<file path="src/hdl/ycc_pkg.sv">
// Block format of the YCbCr sample stream
// Sample counts, buffer layout, clamp limits and the channel tag
`default_nettype none

package ycc_pkg;

   localparam int sample_width = 8;

   // One block is 128 Y, then 64 Cb, then 64 Cr
   localparam int luma_count   = 128;
   localparam int chroma_count = 64;
   localparam int chroma_group = 8;
   localparam int chroma_half  = 4;

   // Bank layout, with the bank bit on top of the address
   localparam int bank_depth     = 256;
   localparam int buf_addr_width = 9;
   localparam logic [buf_addr_width-2:0] cb_base = 8'd128;
   localparam logic [buf_addr_width-2:0] cr_base = 8'd192;

   // Limits after the level shift
   localparam logic [sample_width-1:0] luma_min     = 8'd16;
   localparam logic [sample_width-1:0] luma_max     = 8'd235;
   localparam logic [sample_width-1:0] chroma_min   = 8'd16;
   localparam logic [sample_width-1:0] chroma_max   = 8'd240;
   localparam logic [sample_width-1:0] level_offset = 8'd128;

   typedef enum logic [1:0] {ch_y, ch_cb, ch_cr} ycc_channel_e;

endpackage

`default_nettype wire

</file>
<file path="src/hdl/mcu_bank_ram.sv">
// Two-bank sample buffer, 512 x 8
// Simple dual port with a registered read
`default_nettype none
`timescale 1ns/1ps

module mcu_bank_ram (
   input  wire logic                                clock,
   input  wire logic                                wr_en,
   input  wire logic [ycc_pkg::buf_addr_width-1:0]  wr_addr,
   input  wire logic [ycc_pkg::sample_width-1:0]    wr_data,
   input  wire logic                                rd_en,
   input  wire logic [ycc_pkg::buf_addr_width-1:0]  rd_addr,
   output logic      [ycc_pkg::sample_width-1:0]    rd_data
);

   // Top address bit picks the bank
   logic [ycc_pkg::sample_width-1:0] mem [0:(2**ycc_pkg::buf_addr_width)-1];

   always_ff @(posedge clock)
   begin
      if (wr_en)
         mem[wr_addr] <= wr_data;
   end

   always_ff @(posedge clock)
   begin
      if (rd_en)
         rd_data <= mem[rd_addr];
   end

endmodule

`default_nettype wire

</file>
<file path="config.mk">
export PLATFORM = sky130hd
export DESIGN_NAME = mcu_bank_ram
export DESIGN_NICKNAME = d
export VERILOG_FILES = /design/src/hdl/ycc_pkg.sv /design/src/hdl/mcu_bank_ram.sv
export SDC_FILE = /design/constraint.sdc
export NUM_CORES = 2
export LEC_CHECK = 0
export BUFFER_PORTS_ARGS = -buffer_cell sky130_fd_sc_hd__buf_2
export CAP_MARGIN = 15
export CELL_PAD_IN_SITES_DETAIL_PLACEMENT = 0
export CELL_PAD_IN_SITES_GLOBAL_PLACEMENT = 1
export CORE_MARGIN = 2
export CORE_UTILIZATION = 40
export DETAILED_ROUTE_END_ITERATION = 8
export GPL_TIMING_DRIVEN = 0
export PLACE_DENSITY = 0.57
export RECOVER_POWER = 25
export SKIP_CTS_REPAIR_TIMING = 1
export SYNTH_ARGS = -nofsm -noshare
export SYNTH_HDL_FRONTEND = slang
export SYNTH_SLANG_ARGS = --single-unit
</file>
<file path="constraint.sdc">
create_clock -name clock -period 5.25 [get_ports clock]
set_input_delay 0.525 -clock clock [delete_from_list [all_inputs] [get_ports clock]]
set_output_delay 0.525 -clock clock [all_outputs]
set_load 0.02 [all_outputs]
</file>
==> impl_metrics.env <==
export IMPL_start_util=0.401
export IMPL_ant_nets=0
export IMPL_synthCells=8030
export IMPL_nNetsFinal=8693
export IMPL_cp_common_cell="buf_2"
export IMPL_syn_nets=8059
export IMPL_fill_cells=33700
export IMPL_ir_drop_uv=318
export IMPL_vias=91400
export IMPL_rsz0062_at_grt="false"
export IMPL_worstPathRequired_ps=6100
export IMPL_grt_pass1_wl_um=831000
export IMPL_fin_tns_setup_ps=0
export IMPL_antenna_found_initial=77
export IMPL_placement_io_buffers=32
export IMPL_synth_top_cell_by_area="edfxtp_1"
export IMPL_fp_row_count=232
export IMPL_multi_input_area_mm2=0.0338
export IMPL_max_slew_margin=-2.29
export IMPL_numCtsBuffers=437
export IMPL_area_delta_synth_final_pct=15.1
export IMPL_utilization=0.462
export IMPL_power_density_mw_per_mm2=388
export IMPL_synth_area_leaders="edfxtp_1, mux4_2, mux2i_1"
export IMPL_place_gp_congestion=0.981
export IMPL_clockPowerShare=0.429
export IMPL_cts_tree="done"
export IMPL_clk_latency_ps=1050
export IMPL_post_drt_wl_per_cell_um=44.9
export IMPL_grt_pass1_vias=86400
export IMPL_synth_cell_types=50
export IMPL_failed_checks="capacitance limit, slew limit"
export IMPL_switchingPower_mw=16.8
export IMPL_coreArea_mm2=0.399
export IMPL_first_iter_violations=14600
export IMPL_yosysSeqAreaShare=0.770
export IMPL_finalCritPeriodShare=0.962
export IMPL_critPathLaunchType="primary input"
export IMPL_synth_seq_cells=4104
export IMPL_die_w_um=636
export IMPL_setup_worst_path_class="primary input to flop"
export IMPL_syn_area_mm2=0.160
export IMPL_status="finished, violations left"
export IMPL_pwr_share_seq=0.505
export IMPL_crit_fanout=11
export IMPL_finalNonFillerCells=14300
export IMPL_clock_root_buffer="clkbuf_16"
export IMPL_via_per_inst=6.37
export IMPL_route_met3_wl_um=68700
export IMPL_synthTopCellsByCount="edfxtp_1, mux2i_1, mux4_2, nor2_1, o221ai_1"
export IMPL_synthArstFlopShare=0
export IMPL_slowest_stage="nor3_1"
export IMPL_period_minus_slack_ps=5050
export IMPL_fin_area_mm2=0.184
export IMPL_grt_use_total=0.312
export IMPL_setup_viol=0
export IMPL_highest_layer="met5"
export IMPL_die_h_um=636
export IMPL_clockBufferDepth=4
export IMPL_yosysMostFrequentCell="edfxtp_1"
export IMPL_p_int_mw=54.8
export IMPL_seq_area_mm2=0.123
export IMPL_hpwl_um=460000
export IMPL_p_leak_nw=58.3
export IMPL_dieArea_mm2=0.405
export IMPL_dp_cells=13500
export IMPL_syn_avg_cell_area_um2=19.9
export IMPL_skew_ps=86.7
export IMPL_clock_fmax_ghz=0.198
export IMPL_tightestPinTransition_ps=4930
export IMPL_synth_edf_count=4104
export IMPL_swShare=0.234
export IMPL_hp_class="primary input to flop"
export IMPL_maxCapViolCount=12
export IMPL_yosys_area_top_type_share=0.770
export IMPL_finalHoldViolations=0
export IMPL_synth_ff_type="edfxtp_1"
export IMPL_ys_warn_count=0
export IMPL_layout_drive_gt1_share=0.199
export IMPL_dr_pass1_iters=8
export IMPL_place_area_mm2=0.170
export IMPL_power_mw=71.5
export IMPL_m1WireLength_um=245000
export IMPL_crit_arrival_ps=5900
export IMPL_finalWirelength_um=645000
export IMPL_overflow=0
export IMPL_grt_max_degree=156
export IMPL_num_io_pins=37
export IMPL_p_comb_frac=0.066
export IMPL_worstPathCellList="buf_2 > buf_2 > buf_2 > clkbuf_1 > clkbuf_2 > a21oi_1 > o21ai_0 > o211ai_1 > nor3_1 > o2111a_1"
export IMPL_slew_violations=1078
export IMPL_clock_sinks=4104
export IMPL_clk_pin_slew_worst_paths_ps=60
export IMPL_critPathMaxStageDelay_ps=910
export IMPL_crit_path_end_kind="flop"
export IMPL_drcViolationCount=0
export IMPL_htree_num_levels=5
export IMPL_wl_met2_um=290000
## stage by stage
stage          worst slack, ps  hold slack (ps)
3_5_place_dp              -505              806
2_1_floorplan             2610              624
6_report                   201              329
4_1_cts                    564             -283
5_1_grt                    469              356
3_3_place_gp             -4620              857
## layer usage
layer / up-vias / track usage
met1: 49300 / 0.414
met2: 5949 / 0.474
li1: 34900 / -
met5: - / 0
met3: 1214 / 0.0767
met4: 18 / 0.173
## final cells by class
type                            count  area share
Antenna cell                       60    0.000815
Buffer                            513      0.0169
Clock buffer                      516      0.0613
Clock inverter                    278      0.0146
Inverter                            3   0.0000611
Multi-Input combinational cell   3410       0.184
Sequential cell                  4104       0.669
Tap cell                         5265      0.0358
Timing Repair Buffer              195      0.0178
## registers in the layout, indices dropped and copies added (netlist names)
name and count:
mem 4096, rd_data 8
## power groups by stage
| stage | logic, mW | clock network (mW) | registers [mW] |
|---|---|---|---|
| 2_1_floorplan | 1.72 | 0 | 36.8 |
| 3_3_place_gp | 4.29 | 0 | 37.1 |
| 3_5_place_dp | 4.56 | 0 | 36.8 |
| 4_1_cts | 4.57 | 30.8 | 36.1 |
| 5_1_grt | 4.66 | 32.1 | 36.1 |
| 6_report | 4.69 | 30.7 | 36.1 |
## critical path, delay by kind of cell
family / cells / cell delay (ps)
AO/OA/AOI/OAI: 4 / 1330
AND/OR/NAND/NOR: 1 / 910
buffers and inverters: 5 / 3020
## placed cells by master (no fill, tap or decap), types with 110 or more instances in the layout
cell / instances
a21oi_1: 194
clkbuf_16: 440
o22ai_1: 163
nand2_1: 111
clkbuf_1: 243
edfxtp_1: 4104
mux2i_1: 797
nor2_1: 596
mux4_2: 654
o21ai_0: 110
o221ai_1: 371
clkbuf_2: 110
## logic make-up (layout without fill, tap and decap cells)
logic type,Yosys count,count (layout),share of synthesized area
simple gates,980,980,0.0263
buf+inv,516,1505,0.0185
mux,1451,1451,0.142
other cells,0,60,0
flops,4104,4104,0.770
compound gates,979,979,0.0431
## final timing paths
path	startpoint	endpoint	slack, ps	cells after the start
max	rd_addr[2]	rd_data[1]$_DFFE_PP_	200	10
min	wr_addr[1]	mem[31][5]$_DFFE_PP_	330	3
max reg2reg	mem[265][7]$_DFFE_PP_	rd_data[7]$_DFFE_PP_	1410	7
min reg2reg	mem[296][0]$_DFFE_PP_	rd_data[0]$_DFFE_PP_	1520	6
(Power assumes the default switching activity.)
