`config.mk`:
```
export PLATFORM = sky130hd
export DESIGN_NAME = mcu_block_writer
export DESIGN_NICKNAME = d
export VERILOG_FILES = /design/src/hdl/ycc_pkg.sv /design/src/hdl/mcu_block_writer.sv
export SDC_FILE = /design/constraint.sdc
export NUM_CORES = 1
export LEC_CHECK = 0
export ABC_AREA = 0
export BUFFER_PORTS_ARGS = -buffer_cell sky130_fd_sc_hd__buf_2
export CAP_MARGIN = 15
export CORE_MARGIN = 8
export CORE_UTILIZATION = 58
export CTS_BUF_LIST = sky130_fd_sc_hd__clkbuf_4
export CTS_CLUSTER_DIAMETER = 200
export DETAILED_ROUTE_END_ITERATION = 16
export PLACE_DENSITY = 0.78
export SLEW_MARGIN = 25
export SYNTH_ARGS = -nofsm -noshare
export SYNTH_HDL_FRONTEND = slang
export SYNTH_SLANG_ARGS = --single-unit
```
`constraint.sdc`:
```
create_clock -name clock -period 2.17 [get_ports clock]
set_input_delay 0.434 -clock clock [delete_from_list [all_inputs] [get_ports clock]]
set_output_delay 0.434 -clock clock [all_outputs]
set_load 0.01 [all_outputs]
```
`src/hdl/ycc_pkg.sv`:
```
// Block format of the YCbCr sample stream
// Sample counts, buffer layout, clamp limits and the channel tag
`default_nettype none

package ycc_pkg;

   localparam int sample_width = 8;

   // One block is 128 Y, then 64 Cb, then 64 Cr
   localparam int luma_count   = 128;
   localparam int chroma_count = 64;
   localparam int chroma_group = 8;
   localparam int chroma_half  = 4;

   // Bank layout, with the bank bit on top of the address
   localparam int bank_depth     = 256;
   localparam int buf_addr_width = 9;
   localparam logic [buf_addr_width-2:0] cb_base = 8'd128;
   localparam logic [buf_addr_width-2:0] cr_base = 8'd192;

   // Limits after the level shift
   localparam logic [sample_width-1:0] luma_min     = 8'd16;
   localparam logic [sample_width-1:0] luma_max     = 8'd235;
   localparam logic [sample_width-1:0] chroma_min   = 8'd16;
   localparam logic [sample_width-1:0] chroma_max   = 8'd240;
   localparam logic [sample_width-1:0] level_offset = 8'd128;

   typedef enum logic [1:0] {ch_y, ch_cb, ch_cr} ycc_channel_e;

endpackage

`default_nettype wire

```
`src/hdl/mcu_block_writer.sv`:
```
// Block writer for the ping-pong sample buffer
// Byte counting, chroma reordering and bank switching
`default_nettype none
`timescale 1ns/1ps

module mcu_block_writer (
   input  wire logic                                clock,
   input  wire logic                                reset_n,
   input  wire logic                                data_valid,
   input  wire logic [ycc_pkg::sample_width-1:0]    data,
   output logic                                     wr_en,
   output logic      [ycc_pkg::buf_addr_width-1:0]  wr_addr,
   output logic      [ycc_pkg::sample_width-1:0]    wr_data,
   output logic                                     block_done
);

   logic [7:0]                          byte_cnt;
   logic                                bank;
   logic [2:0]                          pos;
   logic [4:0]                          lo_cnt;
   logic [4:0]                          hi_cnt;
   logic                                second_half;
   logic                                last_byte;
   logic [5:0]                          chroma_slot;
   logic [ycc_pkg::buf_addr_width-2:0]  offset;
   ycc_pkg::ycc_channel_e               channel;

   // Channel of the byte at the input
   always_comb
   begin
      if (byte_cnt < 8'(ycc_pkg::luma_count))
         channel = ycc_pkg::ch_y;
      else if (byte_cnt < 8'(ycc_pkg::luma_count + ycc_pkg::chroma_count))
         channel = ycc_pkg::ch_cb;
      else
         channel = ycc_pkg::ch_cr;
   end

   // First four of a group go low, last four go high
   assign second_half = (pos >= 3'(ycc_pkg::chroma_half));
   assign chroma_slot = second_half ? {1'b1, hi_cnt} : {1'b0, lo_cnt};
   assign last_byte   = data_valid && (byte_cnt == 8'(ycc_pkg::bank_depth - 1));

   always_comb
   begin
      case (channel)
         ycc_pkg::ch_cb: offset = ycc_pkg::cb_base + {2'b00, chroma_slot};
         ycc_pkg::ch_cr: offset = ycc_pkg::cr_base + {2'b00, chroma_slot};
         default:        offset = byte_cnt;
      endcase
   end

   //============================================================
   // Counters and bank select
   //============================================================
   always_ff @(posedge clock or negedge reset_n)
   begin
      if (!reset_n)
      begin
         wr_en      <= 1'b0;
         block_done <= 1'b0;
         bank       <= 1'b0;
         byte_cnt   <= '0;
         pos        <= '0;
         lo_cnt     <= '0;
         hi_cnt     <= '0;
      end
      else
      begin
         wr_en      <= data_valid;
         block_done <= last_byte;
         if (last_byte)
         begin
            byte_cnt <= '0;
            pos      <= '0;
            lo_cnt   <= '0;
            hi_cnt   <= '0;
            bank     <= ~bank;
         end
         else if (data_valid)
         begin
            byte_cnt <= byte_cnt + 8'd1;
            if (channel != ycc_pkg::ch_y)
            begin
               pos <= (pos == 3'(ycc_pkg::chroma_group - 1)) ? 3'd0 : pos + 3'd1;
               if (second_half)
                  hi_cnt <= hi_cnt + 5'd1;
               else
                  lo_cnt <= lo_cnt + 5'd1;
            end
         end
      end
   end

   // Write port, one cycle behind the accepted byte
   always_ff @(posedge clock)
   begin
      if (data_valid)
      begin
         wr_addr <= {bank, offset};
         wr_data <= data;
      end
   end

endmodule

`default_nettype wire

```
==> results.sh <==
export IMPL_status="finished, final reports clean"
export IMPL_syn_nets=169
export IMPL_tightest_slew_ns=0.551
export IMPL_ys_seq_area_share_pct=61.1
export IMPL_vias=1271
export IMPL_crit_path_max_fanout=7
export IMPL_fillers=228
export IMPL_antenna_found_initial=0
export IMPL_grt_use_met3_pct=6.61
export IMPL_use_met1_pct=16.5
export IMPL_clkTransAtPathRegs_ns=0.12
export IMPL_drive_above_1_share_pct=24.3
export IMPL_path_class="flip-flop to flip-flop"
export IMPL_hpwl_mm=2.53
export IMPL_synth_warnings=0
export IMPL_dieArea_um2=5180
export IMPL_postSynthCellCount=152
export IMPL_yosys_cell_types_count=33
export IMPL_core_area_um2=3030
export IMPL_clock_fmax_mhz=540
export IMPL_multi_input_area_um2=657
export IMPL_setup_violations=0
export IMPL_place_gp_congestion=0.825
export IMPL_syn_avg_cell_area_um2=12.0
export IMPL_worstSetupStartpointType="flip-flop"
export IMPL_top_usage_layer="met2"
export IMPL_grt_max_degree=33
export IMPL_cts_setup_buffers=0
export IMPL_regArea_um2=1110
export IMPL_maxCapViolCount=0
export IMPL_met2_usage_pct=23.1
export IMPL_synth_common_cells="dfrtp_1 (24), edfxtp_1 (17), nor2_1 (11), o21ai_0 (10), nand2_1 (9)"
export IMPL_grt_overflow_total=0
export IMPL_chipHeight_um=72.0
export IMPL_grt_pass1_vias=1229
export IMPL_insertedDiodeCount=0
export IMPL_hp_class="input port to async pin"
export IMPL_synth_top_area_share_pct=33.0
export IMPL_cts_max_path_buffers=2
export IMPL_synth_area_leaders="dfrtp_1 (33%), edfxtp_1 (28%), mux2i_1 (4.4%), ha_1 (4.1%), o21ai_0 (2.8%)"
export IMPL_worst_endpoint_required_ns=2.43
export IMPL_drt_iter0_drc=86
export IMPL_vdd_drop_max_v=0.000571
export IMPL_synth_edf_count=17
export IMPL_period_share_pct=85.4
export IMPL_start_util_pct=60.0
export IMPL_cts_repair_resized=0
export IMPL_wl_per_cell_um=15.9
export IMPL_grt_pass1_wl_mm=5.82
export IMPL_root_buffer="clkbuf_4"
export IMPL_firstDrtPassIters=4
export IMPL_synth_most_common_cell="dfrtp_1"
export IMPL_viasPerCell=5.55
export IMPL_hold_viol=0
export IMPL_pwr_density_cell_nw_per_um2=981
export IMPL_min_period_ns=1.85
export IMPL_stdcell_count=229
export IMPL_r2r_start="byte_cnt[0]$_DFFE_PN0P_"
export IMPL_cts_tree="built"
export IMPL_startpoint="byte_cnt[0]$_DFFE_PN0P_"
export IMPL_row_count=20
export IMPL_ios=30
export IMPL_skew_ns=0.00747
export IMPL_num_nets_final=201
export IMPL_ys_flop_type="dfrtp_1"
export IMPL_ys_async_sr_fraction_pct=58.5
export IMPL_wl_mm=3.65
export IMPL_relSlewSlack_pct=63.2
export IMPL_antenna_left=0
export IMPL_port_buffers=29
export IMPL_place_inst=221
export IMPL_drcViolationCount=0
export IMPL_cts_buffers=5
export IMPL_yosysTopAreaCell="dfrtp_1"
export IMPL_grt_usage_pct=14.7
export IMPL_slew_viol_final=0
export IMPL_crit_arrival_ns=2.11
export IMPL_syn_area_um2=1820
export IMPL_cts_max_level=2
export IMPL_clock_latency_ns=0.35
export IMPL_cts_num_sinks=41
export IMPL_rsz0062_at_grt="no"
export IMPL_setup_tns_ns=0
export IMPL_die_width_um=72.0
export IMPL_synthToLayoutAreaGrowth_pct=16.4
export IMPL_p_leak_nw=0.978
export IMPL_crit_path_end_kind="flip-flop"
export IMPL_yosys_register_bits=41
export IMPL_cts_hold_buf=0
-- through the flow --
stage / area (um^2) / util [%] / hold slack, ns / worst slack (ns) / power [W]
2_1_floorplan: 1820 / - / 0.138 / 0.626 / 0.00132
3_3_place_gp: 2010 / 66.5 / 0.433 / 0.488 / 0.00146
3_5_place_dp: 2010 / 66.5 / 0.443 / 0.333 / 0.00148
4_1_cts: 2120 / 69.9 / 0.0428 / 0.323 / 0.00209
5_1_grt: 2120 / 69.9 / 0.0749 / 0.160 / 0.00217
6_report: 2120 / 69.9 / 0.0449 / 0.318 / 0.00208
-- per-layer routing --
| metal | routed length [um] | part of all wire [%] |
|---|---|---|
| met5 | 0 | 0 |
| met4 | 77 | 2.1 |
| met3 | 266 | 7.3 |
| met2 | 1680 | 46 |
| met1 | 1620 | 44 |
-- power by group --
| part | switching (W) | internal [W] | total (W) |
|---|---|---|---|
| Sequential | 0.000122 | 0.000958 | 0.00108 |
| Clock | 0.000252 | 0.000357 | 0.000609 |
| Combinational | 0.000221 | 0.000164 | 0.000386 |
| Total | 0.000596 | 0.00148 | 0.00208 |
-- worst paths after layout --
path / cells past startpoint / to / slack, ns
max in group asynchronous: 1 / lo_cnt[4]$_DFFE_PN0P_ / 1.75
worst max register to register: 5 / lo_cnt[0]$_DFFE_PN0P_ / 0.32
worst min register to register: 1 / bank$_DFFE_PN0P_ / 0.49
worst min-delay path: 1 / byte_cnt[0]$_DFFE_PN0P_ / 0.04
worst max-delay path: 5 / lo_cnt[0]$_DFFE_PN0P_ / 0.32
min in group clock: 1 / wr_data[2]$_DFFE_PP_ / 0.24
-- registers in the layout, indices dropped and copies added (netlist names) --
signal	flops
block_done	1
wr_data	8
hi_cnt	5
bank	1
wr_addr	9
lo_cnt	5
byte_cnt	8
pos	3
wr_en	1
-- cells in the final DEF, fill, tap and decap left out, types with 2 or more instances in the layout --
cell / netlist / layout
inv_1: 6 / 6
nand4_1: 4 / 4
bufinv_16: 0 / 2
nor2b_1: 3 / 3
o31ai_1: 2 / 2
o22ai_1: 2 / 2
nor4_1: 2 / 2
buf_4: 0 / 3
xor2_1: 2 / 2
a21o_1: 4 / 4
buf_2: 1 / 29
nand3_1: 6 / 6
edfxtp_1: 17 / 17
dfrtp_1: 24 / 24
ha_1: 6 / 6
xnor2_1: 4 / 4
nor3_1: 2 / 2
and3_1: 3 / 3
clkbuf_4: 0 / 5
o21ai_0: 10 / 10
mux2i_1: 8 / 8
nor2_1: 11 / 11
mux2_2: 2 / 2
a21oi_1: 8 / 8
nand2_1: 9 / 9
-- logic make-up (layout without fill, tap and decap cells) --
family | count (synthesis) | count (layout) | share of synthesized area [%]
AND/OR/NAND/NOR | 46 | 46 | 13.5
flip-flops | 41 | 41 | 61.1
AO/OA/AOI/OAI | 30 | 30 | 9.98
buffers and inverters | 13 | 46 | 2.75
multiplexers | 10 | 10 | 5.64
adder cells (fa/ha/maj) | 6 | 6 | 4.13
XOR/XNOR | 6 | 6 | 2.89
-- critical path, stage by stage (launching register included) --
cell and delay (ns):
dfrtp_1 0.49, ha_1 0.29, nand4_1 0.21, nor2_1 0.37, nor3_1 0.11, mux2_2 0.28
-- area by class of cell --
cell class	count	area share, %
clock inverter	3	3.08
clock buffer	5	1.77
inverter	6	1.06
tap	44	2.60
multi-input combinational	98	31.0
sequential	41	52.5
timing repair buffer	32	7.92
(Power assumes the default switching activity.)
