==> config.mk <==
export PLATFORM = sky130hd
export DESIGN_NAME = ycbcr_to_rgb
export DESIGN_NICKNAME = d
export VERILOG_FILES = /design/src/hdl/ycc_pkg.sv /design/src/hdl/color_pkg.sv /design/src/hdl/ycbcr_to_rgb.sv
export SDC_FILE = /design/constraint.sdc
export NUM_CORES = 1
export LEC_CHECK = 0
export BUFFER_PORTS_ARGS = -buffer_cell sky130_fd_sc_hd__buf_2
export CORE_ASPECT_RATIO = 0.8
export CORE_UTILIZATION = 35
export CTS_CLUSTER_DIAMETER = 60
export DETAILED_ROUTE_END_ITERATION = 12
export MAX_ROUTING_LAYER = met4
export PLACE_DENSITY = 0.58
export SLEW_MARGIN = 20
export SYNTH_ARGS = -nofsm -noshare
export SYNTH_HDL_FRONTEND = slang
export SYNTH_SLANG_ARGS = --single-unit
==> constraint.sdc <==
create_clock -name clock -period 9.3 [get_ports clock]
set_input_delay 1.395 -clock clock [delete_from_list [all_inputs] [get_ports clock]]
set_output_delay 1.395 -clock clock [all_outputs]
set_load 0.02 [all_outputs]
==> src/hdl/ycc_pkg.sv <==
// Block format of the YCbCr sample stream
// Sample counts, buffer layout, clamp limits and the channel tag
`default_nettype none

package ycc_pkg;

   localparam int sample_width = 8;

   // One block is 128 Y, then 64 Cb, then 64 Cr
   localparam int luma_count   = 128;
   localparam int chroma_count = 64;
   localparam int chroma_group = 8;
   localparam int chroma_half  = 4;

   // Bank layout, with the bank bit on top of the address
   localparam int bank_depth     = 256;
   localparam int buf_addr_width = 9;
   localparam logic [buf_addr_width-2:0] cb_base = 8'd128;
   localparam logic [buf_addr_width-2:0] cr_base = 8'd192;

   // Limits after the level shift
   localparam logic [sample_width-1:0] luma_min     = 8'd16;
   localparam logic [sample_width-1:0] luma_max     = 8'd235;
   localparam logic [sample_width-1:0] chroma_min   = 8'd16;
   localparam logic [sample_width-1:0] chroma_max   = 8'd240;
   localparam logic [sample_width-1:0] level_offset = 8'd128;

   typedef enum logic [1:0] {ch_y, ch_cb, ch_cr} ycc_channel_e;

endpackage

`default_nettype wire

==> src/hdl/color_pkg.sv <==
// BT.601 fixed-point conversion constants
// Gains, offsets, rounding and RGB565 field widths
`default_nettype none

package color_pkg;

   localparam int acc_width = 20;

   // Gains scaled by 256
   localparam logic signed [acc_width-1:0] coef_y  = acc_width'(298);
   localparam logic signed [acc_width-1:0] coef_rv = acc_width'(409);
   localparam logic signed [acc_width-1:0] coef_gu = acc_width'(100);
   localparam logic signed [acc_width-1:0] coef_gv = acc_width'(208);
   localparam logic signed [acc_width-1:0] coef_bu = acc_width'(516);

   localparam logic signed [acc_width-1:0] luma_offset   = acc_width'(16);
   localparam logic signed [acc_width-1:0] chroma_offset = acc_width'(128);

   // Round to nearest before dropping the fraction
   localparam logic signed [acc_width-1:0] round_bias = acc_width'(128);
   localparam int coef_shift = 8;

   localparam int red_bits   = 5;
   localparam int green_bits = 6;
   localparam int blue_bits  = 5;

endpackage

`default_nettype wire

==> src/hdl/ycbcr_to_rgb.sv <==
// Fixed-point BT.601 colour matrix
// Product stage, sum and saturate stage, RGB565 packing
`default_nettype none
`timescale 1ns/1ps

module ycbcr_to_rgb (
   input  wire logic                              clock,
   input  wire logic                              reset_n,
   input  wire logic                              ycc_valid,
   input  wire logic [ycc_pkg::sample_width-1:0]  ycc_y,
   input  wire logic [ycc_pkg::sample_width-1:0]  ycc_cb,
   input  wire logic [ycc_pkg::sample_width-1:0]  ycc_cr,
   output logic                                   rgb_valid,
   output logic      [15:0]                       rgb_data
);

   logic                                   prod_valid;
   logic signed [color_pkg::acc_width-1:0] y_term;
   logic signed [color_pkg::acc_width-1:0] r_cr;
   logic signed [color_pkg::acc_width-1:0] g_cb;
   logic signed [color_pkg::acc_width-1:0] g_cr;
   logic signed [color_pkg::acc_width-1:0] b_cb;
   logic        [ycc_pkg::sample_width-1:0] red;
   logic        [ycc_pkg::sample_width-1:0] green;
   logic        [ycc_pkg::sample_width-1:0] blue;

   function automatic logic signed [color_pkg::acc_width-1:0] widen(
      input logic [ycc_pkg::sample_width-1:0] value
   );
      widen = $signed({{(color_pkg::acc_width - ycc_pkg::sample_width){1'b0}}, value});
   endfunction

   // Round, drop the fraction, limit to 0..255
   function automatic logic [ycc_pkg::sample_width-1:0] saturate(
      input logic signed [color_pkg::acc_width-1:0] sum
   );
      logic signed [color_pkg::acc_width-1:0] scaled;
      scaled = (sum + color_pkg::round_bias) >>> color_pkg::coef_shift;
      if (scaled < 0)
         saturate = '0;
      else if (scaled > 255)
         saturate = '1;
      else
         saturate = scaled[ycc_pkg::sample_width-1:0];
   endfunction

   //============================================================
   // Stage one, signed products
   //============================================================
   always_ff @(posedge clock)
   begin
      if (ycc_valid)
      begin
         y_term <= (widen(ycc_y) - color_pkg::luma_offset) * color_pkg::coef_y;
         r_cr   <= (widen(ycc_cr) - color_pkg::chroma_offset) * color_pkg::coef_rv;
         g_cb   <= (widen(ycc_cb) - color_pkg::chroma_offset) * color_pkg::coef_gu;
         g_cr   <= (widen(ycc_cr) - color_pkg::chroma_offset) * color_pkg::coef_gv;
         b_cb   <= (widen(ycc_cb) - color_pkg::chroma_offset) * color_pkg::coef_bu;
      end
   end

   //============================================================
   // Stage two, sums and packing
   //============================================================
   assign red   = saturate(y_term + r_cr);
   assign green = saturate(y_term - g_cb - g_cr);
   assign blue  = saturate(y_term + b_cb);

   always_ff @(posedge clock or negedge reset_n)
   begin
      if (!reset_n)
      begin
         prod_valid <= 1'b0;
         rgb_valid  <= 1'b0;
      end
      else
      begin
         prod_valid <= ycc_valid;
         rgb_valid  <= prod_valid;
      end
   end

   // Top bits of each channel
   always_ff @(posedge clock)
   begin
      if (prod_valid)
         rgb_data <= {red[7 -: color_pkg::red_bits],
                      green[7 -: color_pkg::green_bits],
                      blue[7 -: color_pkg::blue_bits]};
   end

endmodule

`default_nettype wire

==> results.yml, run 1 <==
die:
  die_w_um: 193
  initial_core_util_pct: 35.9
  core_area_um2: 28600
  die_h_um: 155
  num_io_pins: 44
  rows: 55
  dieArea_um2: 30000
synthesis:
  ys_top_cells_by_area: "ha_1, edfxtp_1, fa_1"
  synth_top_family_by_area: "adder cells"
  synthesis.area_um2: 10300
  ys_ff_latch: 97
  synth-async-reset-ratio_pct: 2.06
  synth_cells: 954
  synth_edf_count: 95
  yosysMostFrequentCell: "ha_1"
  synthTopCellsByCount: "ha_1, inv_1, edfxtp_1, fa_1, a21oi_1"
  synth_xor_area_share_pct: 5.62
  yosys.area.top_type_share_pct: 31.3
  yosysWarnings: 0
  syn_area_per_cell_um2: 10.8
  synth-compound-area-share_pct: 9.90
  synthAdderAreaFrac_pct: 41.9
  yosys.area_share.simple_pct: 7.16
  synthFlopType: "edfxtp_1"
  synth_seq_area_share_pct: 28.3
  synthMuxAreaShare_pct: 0.402
  yosys.area.top_type: "ha_1"
  yosysUniqueCellTypes: 59
  syn_nets: 1292
run:
  cap_violations: 0
clock_tree:
  clkTransAtPathRegs_ns: 0.08
  cts_made_buffers: 9
  root_buffer: "clkbuf_16"
  postCtsResizedCells: 0
  htreeDepth: 3
  clockBufferDepth: 2
  ctsHoldBuffers: 0
  cts_tree: "done"
  cts_setup_buffers: 0
  clk_latency_ns: 0.35
  clock-sinks: 97
global_routing:
  grt_pass1_vias: 6591
  grt_antenna_before_repair: 0
  grt_overflow: 0
  track_usage_pct: 14.6
  grt_pass1_wl_um: 33200
  grt_max_degree: 74
timing:
  fin_crit_ns: 6.16
  rsz0062_at_grt: "false"
  layout_setup_ws_ns: 3.14
  finalClockSkew_ns: 0.00783
  clock.fmax_mhz: 162
  worst_pin_slew_ns: 1.09
  whs_ns: 0.806
  maxSlewViolCount: 0
  setup_tns_ns: 0
  period_share_pct: 66.2
  setup_viol: 0
  hold_viol: 0
  slew_headroom_pct: 27.2
place:
  dpl.hpwl_um: 16500
  place_congestion: 0.846
  place_ws_ns: 2.81
  dp.cells: 1367
  io_buffers: 43
outcome:
  status: "completed"
worst_setup_path:
  crit_fanout: 15
  cp-start-kind: "input port"
  critical_path_class: "input port to flop"
  critical_path_arrival_ns: 6.25
  critPathRequiredTime_ns: 9.39
  cp-end-kind: "flop"
finish:
  diodes: 0
  utilization_pct: 39.4
  drive_gt1_share_pct: 8.00
  layout.nets: 1346
  multi_input_area_um2: 6670
  area_growth_pct: 9.72
  seq_area_um2: 2900
  final_cells: 1383
  fillers: 2850
worst_hold_path:
  hp-class: "input port to asynchronous set/reset pin"
drt:
  ant_nets: 0
  drt_iter0_drc: 218
  drc: 0
  wl_per_cell_um: 14.4
  firstDrtPassIters: 6
  routed_wl_um: 20000
  vias: 6592
  viasPerCell: 4.77
pwr:
  swShare_pct: 44.5
  leakagePower_uw: 0.00556
  clock_power_share_pct: 11.9
  cellPowerDensity_nw_per_um2: 293
  seqPwrFrac_pct: 23.4
  vdd_drop_max_mv: 0.124
  power.switching_uw: 1470
  p_comb_share_pct: 64.7
  p_int_uw: 1830
[registers in the layout (all words and copies together) (netlist names)]
name        count
b_cb           18
g_cb           12
g_cr           12
prod_valid      1
r_cr           19
rgb_data       16
rgb_valid       1
y_term         18
[cells in the final DEF (no fill, tap or decap), drive strengths merged, types with 25 or more instances in the layout]
master  synthesis  final
fa             54     54
nor2           40     40
edfxtp         95     95
ha            257    257
inv           183    187
buf             1     44
nand2          25     25
nor3           26     26
a21oi          53     53
xnor2          45     45
[worst paths after layout]
path,slack [ns],end,from,depth (start not counted)
max,3.14,y_term[16]$_DFFE_PP_,ycc_y[4],18
min,0.81,rgb_valid$_DFF_PN0_,reset_n,1
max reg2reg,5.68,rgb_data[9]$_SDFFCE_PN0P_,y_term[6]$_DFFE_PP_,13
min reg2reg,0.97,rgb_valid$_DFF_PN0_,prod_valid$_DFF_PN0_,0
max in group asynchronous,8.40,prod_valid$_DFF_PN0_,reset_n,1
min in group clock,0.97,rgb_valid$_DFF_PN0_,prod_valid$_DFF_PN0_,0
[logic make-up (layout without fill, tap and decap cells)]
logic type               Yosys count  count (layout)
AO/OA/AOI/OAI                    147             147
XOR/XNOR                          65              65
multiplexers                       4               4
AND/OR/NAND/NOR                  146             146
adder cells (fa/ha/maj)          311             311
buffers and inverters            184             243
flip-flops                        97              97
[power groups by stage]
stage	registers (uW)	logic (uW)	clock network [uW]
finish	774	2140	392
global route	789	2450	414
CTS	777	2160	401
detailed placement	786	2130	0
global placement	786	2110	0
floorplan	768	1660	0
[final cells by class]
class | count | share of cell area [%]
Clock buffer | 9 | 2.00
Clock inverter | 7 | 0.734
Inverter | 183 | 6.10
Multi-Input combinational cell | 673 | 59.3
Sequential cell | 97 | 25.8
Tap cell | 370 | 4.11
Timing Repair Buffer | 44 | 2.00
[per-stage QoR]
step / power (uW) / cell area [um2]
2_1_floorplan: 2430 / 10300
5_1_grt: 3650 / 11300
3_5_place_dp: 2920 / 10900
4_1_cts: 3340 / 11300
3_3_place_gp: 2890 / 10900
6_report: 3300 / 11300
[critical path, cell delays in order]
cell	delay, ns
buf_2	0.11
inv_1	0.17
ha_1	0.21
nor3b_2	0.88
ha_1	0.40
ha_1	0.30
inv_1	0.07
fa_1	0.44
fa_1	0.55
inv_1	0.04
ha_1	0.31
o21ai_0	0.13
a21boi_1	0.13
o21a_1	0.17
nor2_1	0.15
o21ai_1	0.16
a2111oi_0	0.51
nor3_1	0.10
[layer usage]
| metal | wire, um | vias up | track usage (%) |
|---|---|---|---|
| li1 | - | 3405 | - |
| met1 | 10700 | 3099 | 20.0 |
| met2 | 8500 | 75 | 22.7 |
| met3 | 552 | 13 | 2.36 |
| met4 | 198 | 0 | 3.01 |
| met5 | 0 | - | - |
No activity file was read; power rests on OpenSTA's default activity.
==> run 2, diff against run 1 <==
clock period = 6.45 ns   (was 9.3 ns; I/O delays follow)
==> run 2 against run 1 <==
  * Wire length up 2.2%
  * Hold slack got worse by 0.42 ns
  * Clock power up 53%
  * Critical endpoint unchanged
==> results.yml, run 2 (synthesized netlist as in run 1, its figures left out) <==
drt:
  drc: 0
  vias: 6617
  routed_wl_um: 20400
  wl_per_cell_um: 14.7
  drt_iter0_drc: 237
  ant_nets: 0
  viasPerCell: 4.78
  firstDrtPassIters: 7
worst_setup_path:
  critPathMostFrequentCell: "ha_1"
  critical_path_arrival_ns: 5.11
  crit_chain: "buf_2 > inv_1 > ha_1 > nor3b_2 > buf_4 > ha_1 > ha_1 > inv_1 > fa_1 > fa_1 > inv_1 > ha_1 > o21ai_0 > a21boi_1 > o21a_1 > nor2_1 > o21ai_1 > a2111oi_0 > nor3_1"
  crit_buf_inv: 5
  cp_slowest_cell: "fa_1"
  critical_path_class: "input port to flop"
  critPathRequiredTime_ns: 6.55
  slowest_delay_ns: 0.55
  cp-start-kind: "input port"
  cp-end-kind: "flop"
  path_delay_family: "adder cells"
  crit_fanout: 15
timing:
  finalClockSkew_ns: 0.00971
  worst_pin_slew_ns: 0.963
  fin_crit_ns: 5.01
  setup_tns_ns: 0
  slew_headroom_pct: 35.8
  whs_ns: 0.386
  hold_viol: 0
  clock.fmax_mhz: 199
  setup_viol: 0
  maxSlewViolCount: 0
  rsz0062_at_grt: "false"
  period_share_pct: 77.7
finish:
  final_cell_mix: "ha_1, inv_1, edfxtp_1"
  final_cells: 1384
  final_common_cell: "ha_1"
  utilization_pct: 39.5
  area_growth_pct: 9.96
  top_regs: "r_cr (19), b_cb (18), y_term (18)"
  drive_gt1_share_pct: 8.09
  diodes: 0
  top_register: "r_cr"
  largest_reg_flops: 19
  fillers: 2814
  layout.nets: 1347
die:
  initial_core_util_pct: 35.9
  rows: 55
  dieArea_um2: 30000
  core_area_um2: 28600
  die_w_um: 193
  num_io_pins: 44
  die_h_um: 155
clock_tree:
  clockBufferDepth: 2
  cts_setup_buffers: 0
  htreeDepth: 3
  clkTransAtPathRegs_ns: 0.07
  ctsHoldBuffers: 0
  cts_made_buffers: 9
  clock-sinks: 97
  cts_tree: "done"
  postCtsResizedCells: 0
  root_buffer: "clkbuf_16"
  clk_latency_ns: 0.35
pwr:
  p_comb_share_pct: 64.3
  leakagePower_uw: 0.00558
  seqPwrFrac_pct: 23.2
  finalPower_uw: 4800
  power.switching_uw: 2120
  cellPowerDensity_nw_per_um2: 426
  swShare_pct: 44.2
  vdd_drop_max_mv: 0.202
  clock_power_share_pct: 12.5
  p_int_uw: 2680
global_routing:
  grt_overflow: 0
  grt_pass1_vias: 6631
  track_usage_pct: 15.0
  grt_antenna_before_repair: 0
  grt_max_degree: 74
  grt_pass1_wl_um: 34100
place:
  io_buffers: 43
  place_congestion: 0.856
  dpl.hpwl_um: 16700
  dp.cells: 1368
outcome:
  status: "completed"
run:
  cap_violations: 0
worst_hold_path:
  hp-class: "input port to asynchronous set/reset pin"
## run 2: changes by cell type in the layout (fill, tap and decap cells not counted), sizes merged
cell / before / now
inv: 187 / 186
bufinv: 1 / 2
buf: 44 / 45
## run 2: worst reg2reg max path: cells and delay by family, from the launching register on
family,cells,cell delay [ns]
DFF,1,0.52
buffers and inverters,2,0.15
and+or+nand+nor,2,0.59
AOI/OAI and AO/OA,6,1.03
adders and majority gates,3,1.16
## run 2: layout make-up
cell class | count | area (um2) | area share, %
clock inverter | 7 | 100 | 0.887
tap | 370 | 463 | 4.10
timing repair buffer | 45 | 233 | 2.06
multi-input combinational | 673 | 6670 | 59.1
inverter | 183 | 687 | 6.09
clock buffer | 9 | 225 | 2.00
sequential | 97 | 2900 | 25.7
## run 2: metal layers
metal | part of all wire (%) | global-route usage, %
met1 | 52 | 20.7
met2 | 43 | 23.3
met3 | 3.5 | 2.25
met4 | 1.1 | 3.24
met5 | 0 | -
## run 2: power by group through the flow
stage,combinational (uW),clock (uW),sequential (uW)
after floorplan,2400,0,1110
after global placement,3040,0,1130
after detailed placement,3070,0,1130
after CTS,3120,615,1120
after global routing,3570,629,1140
final,3090,601,1120
## run 2: worst paths after layout
path                                          start                   endpoint  slack (ns)  depth (start not counted)
worst min register to register   b_cb[13]$_DFFE_PP_  rgb_data[3]$_SDFFCE_PN0P_        0.98                          4
max in group asynchronous                   reset_n       prod_valid$_DFF_PN0_        5.97                          1
min in group clock                        ycc_cb[2]          b_cb[4]$_DFFE_PP_        0.88                          1
worst min-delay path                        reset_n        rgb_valid$_DFF_PN0_        0.39                          1
worst max register to register  y_term[9]$_DFFE_PP_  rgb_data[6]$_SDFFCE_PN0P_        2.85                         13
worst max-delay path                       ycc_y[4]       y_term[16]$_DFFE_PP_        1.44                         19
## run 2: through the flow
| stage | worst slack [ns] | cell area [um2] |
|---|---|---|
| floorplan | 1.15 | 10300 |
| global placement | 1.14 | 11000 |
| detailed placement | 1.09 | 11000 |
| CTS | 1.43 | 11300 |
| global route | 1.12 | 11300 |
| finish | 1.44 | 11300 |
