$ cat config.mk
export PLATFORM = sky130hd
export DESIGN_NAME = pixel_reader
export DESIGN_NICKNAME = d
export VERILOG_FILES = /design/src/hdl/ycc_pkg.sv /design/src/hdl/pixel_reader.sv
export SDC_FILE = /design/constraint.sdc
export NUM_CORES = 1
export LEC_CHECK = 0
export ABC_AREA = 1
export BUFFER_PORTS_ARGS = -buffer_cell sky130_fd_sc_hd__buf_2
export CAP_MARGIN = 20
export CORE_UTILIZATION = 50
export CTS_BUF_LIST = sky130_fd_sc_hd__clkbuf_8
export DETAILED_ROUTE_END_ITERATION = 8
export GPL_TIMING_DRIVEN = 1
export PLACE_DENSITY = 0.74
export SLEW_MARGIN = 20
export SYNTH_ARGS = -nofsm -noshare
export SYNTH_HDL_FRONTEND = slang
export SYNTH_SLANG_ARGS = --single-unit
$ cat constraint.sdc
create_clock -name clock -period 1.4 [get_ports clock]
set_input_delay 0 -clock clock [delete_from_list [all_inputs] [get_ports clock]]
set_output_delay 0 -clock clock [all_outputs]
set_load 0.005 [all_outputs]
$ cat src/hdl/ycc_pkg.sv
// Block format of the YCbCr sample stream
// Sample counts, buffer layout, clamp limits and the channel tag
`default_nettype none

package ycc_pkg;

   localparam int sample_width = 8;

   // One block is 128 Y, then 64 Cb, then 64 Cr
   localparam int luma_count   = 128;
   localparam int chroma_count = 64;
   localparam int chroma_group = 8;
   localparam int chroma_half  = 4;

   // Bank layout, with the bank bit on top of the address
   localparam int bank_depth     = 256;
   localparam int buf_addr_width = 9;
   localparam logic [buf_addr_width-2:0] cb_base = 8'd128;
   localparam logic [buf_addr_width-2:0] cr_base = 8'd192;

   // Limits after the level shift
   localparam logic [sample_width-1:0] luma_min     = 8'd16;
   localparam logic [sample_width-1:0] luma_max     = 8'd235;
   localparam logic [sample_width-1:0] chroma_min   = 8'd16;
   localparam logic [sample_width-1:0] chroma_max   = 8'd240;
   localparam logic [sample_width-1:0] level_offset = 8'd128;

   typedef enum logic [1:0] {ch_y, ch_cb, ch_cr} ycc_channel_e;

endpackage

`default_nettype wire

$ cat src/hdl/pixel_reader.sv
// Readout FSM for a finished bank
// Three reads per pixel: Y, then the shared Cb and Cr
`default_nettype none
`timescale 1ns/1ps

module pixel_reader (
   input  wire logic                                clock,
   input  wire logic                                reset_n,
   input  wire logic                                block_done,
   output logic                                     rd_en,
   output logic      [ycc_pkg::buf_addr_width-1:0]  rd_addr,
   output logic                                     sample_valid,
   output ycc_pkg::ycc_channel_e                    sample_channel
);

   typedef enum logic {st_idle, st_read} reader_state_e;

   reader_state_e                       state;
   ycc_pkg::ycc_channel_e               phase;
   logic [6:0]                          pixel;
   logic                                bank;
   logic [ycc_pkg::buf_addr_width-2:0]  chroma_slot;
   logic [ycc_pkg::buf_addr_width-2:0]  offset;

   assign rd_en = (state == st_read);

   // Each chroma entry serves two neighbouring pixels
   assign chroma_slot = {2'b00, pixel[6:1]};

   always_comb
   begin
      case (phase)
         ycc_pkg::ch_cb: offset = ycc_pkg::cb_base + chroma_slot;
         ycc_pkg::ch_cr: offset = ycc_pkg::cr_base + chroma_slot;
         default:        offset = {1'b0, pixel};
      endcase
   end

   assign rd_addr = {bank, offset};

   always_ff @(posedge clock or negedge reset_n)
   begin
      if (!reset_n)
      begin
         state          <= st_idle;
         phase          <= ycc_pkg::ch_y;
         pixel          <= '0;
         bank           <= 1'b0;
         sample_valid   <= 1'b0;
         sample_channel <= ycc_pkg::ch_y;
      end
      else
      begin
         // Tag follows the RAM latency
         sample_valid   <= rd_en;
         sample_channel <= phase;
         case (state)
            st_idle:
            begin
               if (block_done)
                  state <= st_read;
            end
            default:
            begin
               case (phase)
                  ycc_pkg::ch_y:  phase <= ycc_pkg::ch_cb;
                  ycc_pkg::ch_cb: phase <= ycc_pkg::ch_cr;
                  default:
                  begin
                     phase <= ycc_pkg::ch_y;
                     pixel <= pixel + 7'd1;
                     if (pixel == 7'(ycc_pkg::luma_count - 1))
                     begin
                        state <= st_idle;
                        bank  <= ~bank;
                     end
                  end
               endcase
            end
         endcase
      end
   end

endmodule

`default_nettype wire

==> results of run 1 <==
kinds of logic after synthesis:
family	after synthesis	share of synthesized area [%]
simple gates	34	21.2
fa+ha+maj	5	8.46
buf+inv	18	9.81
compound gates	12	8.46
flops	14	47.4
xor+xnor	4	4.74
worst max-delay path, stage by stage, from the launching register on:
cell	delay [ns]
dfrtp_1	0.40
buf_6	0.14
buf_6	0.11
ha_4	0.15
inv_2	0.06
nand2_4	0.05
nor2_4	0.20
nand3_1	0.12
nand2_1	0.11
nand2_1	0.07
inv_1	0.05
power breakdown:
group	switching, mW	internal, mW	total [mW]
clock network	0.137	0.190	0.328
logic	0.856	0.801	1.66
registers	0.142	0.547	0.689
metal layers:
metal / part of all wire [%] / routed length (um)
met1: 41 / 755
met3: 8.0 / 146
met5: 0 / 0
met2: 47 / 869
met4: 3.4 / 62
registers in the layout, indices dropped and copies added, names as in the netlist:
register	flops
bank	1
sample_channel	2
pixel	7
phase	2
rd_en	1
sample_valid	1
per-stage QoR:
step           instance area, um^2  std cells
2_1_floorplan                  739         87
3_3_place_gp                   817        114
3_5_place_dp                   817        114
4_1_cts                        933        122
5_1_grt                       1080        128
6_report                      1080        128
worst min-delay path by stage:
stage	startpoint	endpoint	slack, ns
6_report	reset_n	pixel[0]$_DFFE_PN0P_	0.18
5_1_grt	reset_n	pixel[0]$_DFFE_PN0P_	0.24
4_1_cts	reset_n	pixel[2]$_DFFE_PN0P_	0.19
3_5_place_dp	reset_n	pixel[1]$_DFFE_PN0P_	-0.09
3_3_place_gp	reset_n	pixel[1]$_DFFE_PN0P_	-0.09
2_1_floorplan	reset_n	bank$_DFFE_PN0P_	-0.30
final cells by class:
type	instances	share of cell area [%]
sequential	14	32.5
tap	15	1.73
clock buffer	3	3.82
inverter	15	5.43
multi-input combinational	55	39.3
timing repair buffer	26	17.2
cell usage in the layout (no fill, tap or decap):
cell type	instances
a21oi_2	1
buf_12	1
buf_2	15
buf_4	5
buf_6	3
clkbuf_8	3
dfrtp_1	13
dfrtp_2	1
dlygate4sd3_1	2
ha_2	2
ha_4	3
inv_1	12
inv_2	2
inv_4	1
nand2_1	12
nand2_2	2
nand2_4	1
nand3_1	2
nand3_2	7
nand4_1	1
nor2_1	5
nor2_2	1
nor2_4	2
o21a_1	1
o21ai_0	2
o21ai_1	6
o21ai_2	2
or2_4	1
xor2_1	4
what timing repair did:
action,CTS,global route
buffers inserted,3,6
endpoints found under the setup margin,8,14
hold buffers,2,0
cloned,0,0
resized for setup,7,36
hold endpoints to repair,15,0
pin swaps,2,13
==> out/results.tsv, run 1 <==
stage	metric	value	unit
global_route	first-pass GRT wire length	2210	um
placement	post-DP HPWL	1000	um
yosys	Synth warnings	0	
global_route	met3 usage	5.00	%
final_layout	Core Util, Final	81.1	%
worst_setup_path	Setup crit end kind	flip-flop	
global_route	largest net degree at the start of global routing	16	
floorplanning	core area	0.00133	mm^2
timing	Final setup viols	11	
pwr	Pwr Density	2470	mW/mm^2
final_layout	area grow syn2layout	46.4	%
global_route	GRT overflow	0	
final_layout	layout cells sized above 1	46.9	%
timing	Max-slew headroom	79.0	%
floorplanning	row count	13	
yosys	most instantiated cells after synthesis	15 x inv_1, 14 x dfrtp_1, 14 x nand2_1, 10 x o21ai_0, 9 x nand3_1	
yosys	Mapped Nets	95	
yosys	count leader, synth	inv_1	
outcome	outcome	finished, violations left	
cts	cts bufs inserted	3	
global_route	vias in the first global route	528	
worst_setup_path	type of origin of the critical path	flip-flop	
outcome	failing checks	setup timing	
global_route	Most Used Layer, Global Route	met2	
yosys	fraction of registers with async set/reset	100	%
routing	Detailed Routing Iterations Pass 1	4	
worst_setup_path	Crit path arrival time	1.71	ns
global_route	met2 GRT Util	35.3	%
floorplanning	initial core utilization	55.4	%
timing	RSZ-0062 raised after global routing	true	
worst_setup_path	crit-path max FO	6	
worst_setup_path	worst-case reg-to-reg path depth	10	
final_layout	multi-input logic area	425	um^2
min_path	HP Class	input port to async pin	
worst_setup_path	Worst Setup SP	phase[0]$_DFFE_PN0P_	
timing	Clock Skew	0.00256	ns
yosys	Yosys reg bits	14	
timing	Tcrit/Tclk final	108	%
worst_setup_path	flop2flop setup slack	-0.12	ns
pwr	Max IR drop VDD	1.53	mV
timing	Min Hold Slack	0.180	ns
cts	CTS sink count	14	
timing	Tmin final	1.52	ns
yosys	library cells used by synthesis	18	
floorplanning	die height	40.5	um
yosys	largest area contributor in the netlist	dfrtp_1	
routing	final WL	1830	um
routing	via-per-instance ratio	5.42	
cts	TritonCTS clock tree	done	
routing	via count	694	
final_layout	Ant. Diodes	0	
yosys	ys flop type	dfrtp_1	
routing	drt drc	0	
final_layout	FILL cells	85	
yosys	Post-synth EDFFs	0	
timing	Fmax	659	MHz
placement	placer congestion estimate	0.781	
floorplanning	die area	0.00164	mm^2
placement	pre-CTS setup slack	0.0500	ns
pwr	total power draw	2.67	mW
job	max cap viols	0	
floorplanning	I/O Pins	16	
pwr	LEAKAGE	0.524	nW
timing	fin. max-slew vios	0	
timing	setup_tns	-0.850	ns
worst_setup_path	WP data required	1.59	ns
cts	Reg clk slew, reported paths	0.06	ns
routing	Initial DRC Count	14	
global_route	met1 usage	26.9	%
yosys	sequential-to-total area share from yosys stat	47.4	%
cts	CTS H-tree lvls	1	
yosys	Syn Inst Count	87	
floorplanning	Die Wd	40.5	um
yosys	share of the synthesized area in the top cell type	47.4	%
cts	Root Buffer	clkbuf_8	
yosys	Syn Area/Cell	8.50	um^2
worst_setup_path	RR Startpoint	phase[0]$_DFFE_PN0P_	
final_layout	area occupied by registers	352	um^2
routing	Routed Antenna Nets	0	
worst_setup_path	R2R Path End	pixel[5]$_DFFE_PN0P_	
yosys	Post-Syn Area	739	um^2
cts	Clock Tree Buf Depth	2	
cts	clk_lat worst skew	0.25	ns
global_route	Total GRT Usage	21.7	%
yosys	synth top area cells	dfrtp_1 47%, ha_1 8.5%, inv_1 7.6%, nand2_1 7.1%, o21ai_0 6.8%	
routing	post-DR wirelength/cell	14.3	um
timing	Tightest Pin Transition	0.315	ns
worst_setup_path	critical path class	flip-flop to flip-flop	
global_route	antenna violations before repair	0	
final_layout	nets	123	
placement	IO Port Bufs	15	
timing	final setup margin	-0.118	ns
worst_setup_path	CP Capture Point	pixel[5]$_DFFE_PN0P_	
timing	Final Hold Fails	0	
No activity file was read; power rests on OpenSTA's default activity.
==> inputs of run 2 (changes only) <==
--- a/config.mk
+++ b/config.mk
@@ -9,7 +9,7 @@
 export BUFFER_PORTS_ARGS = -buffer_cell sky130_fd_sc_hd__buf_2
 export CAP_MARGIN = 20
 export CORE_UTILIZATION = 50
-export CTS_BUF_LIST = sky130_fd_sc_hd__clkbuf_8
+export CTS_BUF_LIST = sky130_fd_sc_hd__clkbuf_4 sky130_fd_sc_hd__clkbuf_8 sky130_fd_sc_hd__clkbuf_16
 export DETAILED_ROUTE_END_ITERATION = 8
 export GPL_TIMING_DRIVEN = 1
 export PLACE_DENSITY = 0.74
==> run 2 against run 1 <==
Effect of this change: the flow still finishes with violations (setup timing); global-route usage is 0.23 points higher; critical path depth is 4 lower; non-clock buffer count is 3 lower; largest power group unchanged; first-iteration DRC count is 7.1% lower; clock skew is 0.0084 ns higher; fmax is 0.12% lower; total power is 14% lower; utilization is 8.0 points lower; register-to-register slack better by 0.13 ns; final cell count is 2.3% lower; worst hold slack worse by 0.042 ns.
==> out/results.tsv, run 2 (synthesized netlist as in run 1, its figures left out) <==
stage	metric	value	unit	change
outcome	outcome	finished, violations left		
outcome	failing checks	setup timing		
worst_setup_path	critical path class	flip-flop to output port		
worst_setup_path	Worst Setup SP	phase[0]$_DFFE_PN0P_		
global_route	GRT overflow	0		unchanged
cts	Root Buffer	clkbuf_4		
floorplanning	die area	0.00164	mm^2	unchanged
timing	Max-slew headroom	78.7	%	-0.31 points
placement	pre-CTS setup slack	0.0500	ns	unchanged
worst_setup_path	RR Startpoint	phase[0]$_DFFE_PN0P_		
final_layout	FILL cells	104		+22%
floorplanning	row count	13		unchanged
worst_setup_path	type of origin of the critical path	flip-flop		
cts	TritonCTS clock tree	done		
placement	placer congestion estimate	0.781		unchanged
cts	Reg clk slew, reported paths	0.09	ns	+0.03 ns
timing	final setup margin	-0.120	ns	-0.00185 ns
final_layout	nets	120		-2.4%
final_layout	most frequent cells in the layout	14 x dfrtp_1, 14 x buf_2, 12 x inv_1, 12 x nand2_1, 8 x o21ai_1		
global_route	Total GRT Usage	21.9	%	+0.23 points
timing	Fmax	658	MHz	-0.12%
global_route	largest net degree at the start of global routing	16		unchanged
timing	Final setup viols	8		-3
routing	Initial DRC Count	13		-1
pwr	Max IR drop VDD	1.17	mV	-24%
global_route	vias in the first global route	531		+0.57%
global_route	first-pass GRT wire length	2260	um	+2.2%
worst_setup_path	crit-path max FO	9		+3
routing	drt drc	0		unchanged
routing	final WL	1490	um	-19%
final_layout	Largest register FFs	7		unchanged
routing	via-per-instance ratio	5.09		-6.2%
final_layout	layout cells sized above 1	34.5	%	-12 points
floorplanning	I/O Pins	16		unchanged
cts	cts bufs inserted	3		unchanged
cts	clk_lat worst skew	0.28	ns	+0.03 ns
placement	IO Port Bufs	15		unchanged
timing	RSZ-0062 raised after global routing	true		
final_layout	area grow syn2layout	32.0	%	
worst_setup_path	worst-case reg-to-reg path depth	8		-2
floorplanning	die height	40.5	um	unchanged
final_layout	Most flops, register	pixel		
pwr	total power draw	2.30	mW	-14%
timing	Tcrit/Tclk final	109	%	+0.13 points
timing	fin. max-slew vios	0		unchanged
worst_setup_path	Crit path arrival time	1.52	ns	-0.19 ns
final_layout	Ant. Diodes	0		unchanged
timing	Final Hold Fails	0		unchanged
final_layout	Top Registers	pixel (7), phase (2), sample_channel (2)		
timing	Tmin final	1.52	ns	+0.00185 ns
global_route	antenna violations before repair	0		unchanged
timing	Min Hold Slack	0.138	ns	-0.0423 ns
worst_setup_path	Setup crit end kind	output port		
cts	CTS sink count	14		unchanged
floorplanning	Die Wd	40.5	um	unchanged
job	max cap viols	0		unchanged
pwr	Pwr Density	2360	mW/mm^2	-4.6%
routing	via count	636		-8.4%
worst_setup_path	WP data required	1.40	ns	-0.19 ns
timing	Clock Skew	0.0109	ns	+0.00835 ns
routing	Detailed Routing Iterations Pass 1	4		unchanged
cts	CTS H-tree lvls	1		unchanged
routing	Routed Antenna Nets	0		unchanged
min_path	HP Class	input port to async pin		
routing	post-DR wirelength/cell	11.9	um	-17%
floorplanning	initial core utilization	55.4	%	unchanged
timing	Tightest Pin Transition	0.320	ns	+0.00460 ns
floorplanning	core area	0.00133	mm^2	unchanged
pwr	LEAKAGE	0.499	nW	-4.8%
cts	Clock Tree Buf Depth	2		unchanged
placement	post-DP HPWL	1000	um	unchanged
==> run 2: cell types whose count changed in the layout (fill, tap and decap cells not counted), moves of 2 or more <==
| cell | delta |
|---|---|
| clkbuf_4 | +3 |
| o21ai_1 | +2 |
| ha_1 | +2 |
| clkbuf_8 | -3 |
| nand3_1 | +5 |
| o21ai_2 | -2 |
| buf_4 | -2 |
| nand3_2 | -5 |
==> run 2: worst paths after layout <==
path,end,slack (ns)
min in group clock,rd_en$_DFF_PN0_,0.50
worst max-delay path,rd_addr[5],-0.12
worst min-delay path,pixel[0]$_DFFE_PN0P_,0.14
max in group asynchronous,rd_en$_DFF_PN0_,1.01
worst max register to register,pixel[5]$_DFFE_PN0P_,0.01
worst min register to register,bank$_DFFE_PN0P_,0.52
==> run 2: where the power goes <==
group | switching [mW] | leakage, nW | internal, mW
Sequential | 0.124 | 0.169 | 0.543
Clock | 0.127 | 0.0138 | 0.0997
Combinational | 0.705 | 0.317 | 0.700
==> run 2: critical path, stage by stage, from the launching register on <==
cell     delay [ns]
dfrtp_1        0.40
inv_2          0.07
buf_12         0.12
ha_4           0.32
buf_6          0.14
o21ai_1        0.07
buf_2          0.12
==> run 2: area by class of cell <==
cell class / instances / area, um^2 / share of cell area [%]
timing repair buffer: 23 / 166 / 17.1
tap: 15 / 18.8 / 1.92
inverter: 15 / 56.3 / 5.77
sequential: 14 / 350 / 35.9
multi-input combinational: 55 / 362 / 37.1
clock buffer: 3 / 22.5 / 2.31
==> run 2: per-layer routing <==
layer	global-route usage, %	vias to the layer above	share of wire [%]
met2	34.9	15	48
met4	12.5	0	1.9
met5	0	-	0
met1	27.9	300	47
li1	-	317	-
met3	3.33	4	3.1
==> run 2: metrics by stage <==
| stage | util [%] | instances | instance area [um^2] | setup TNS [ns] |
|---|---|---|---|---|
| floorplan | - | 87 | 739 | 0 |
| global placement | 61.3 | 114 | 817 | 0 |
| detailed placement | 61.3 | 114 | 817 | 0 |
| CTS | 68.6 | 122 | 915 | -0.621 |
| global route | 73.2 | 125 | 976 | -1.43 |
| finish | 73.2 | 125 | 976 | -0.816 |
==> run 2: what timing repair did <==
| action | in CTS | in global routing |
|---|---|---|
| pin swaps | 2 | 7 |
| endpoints found under the setup margin | 8 | 15 |
| buffers inserted | 3 | 3 |
| hold endpoints to repair | 15 | 0 |
| hold buffers | 2 | 0 |
| resized for setup | 7 | 19 |
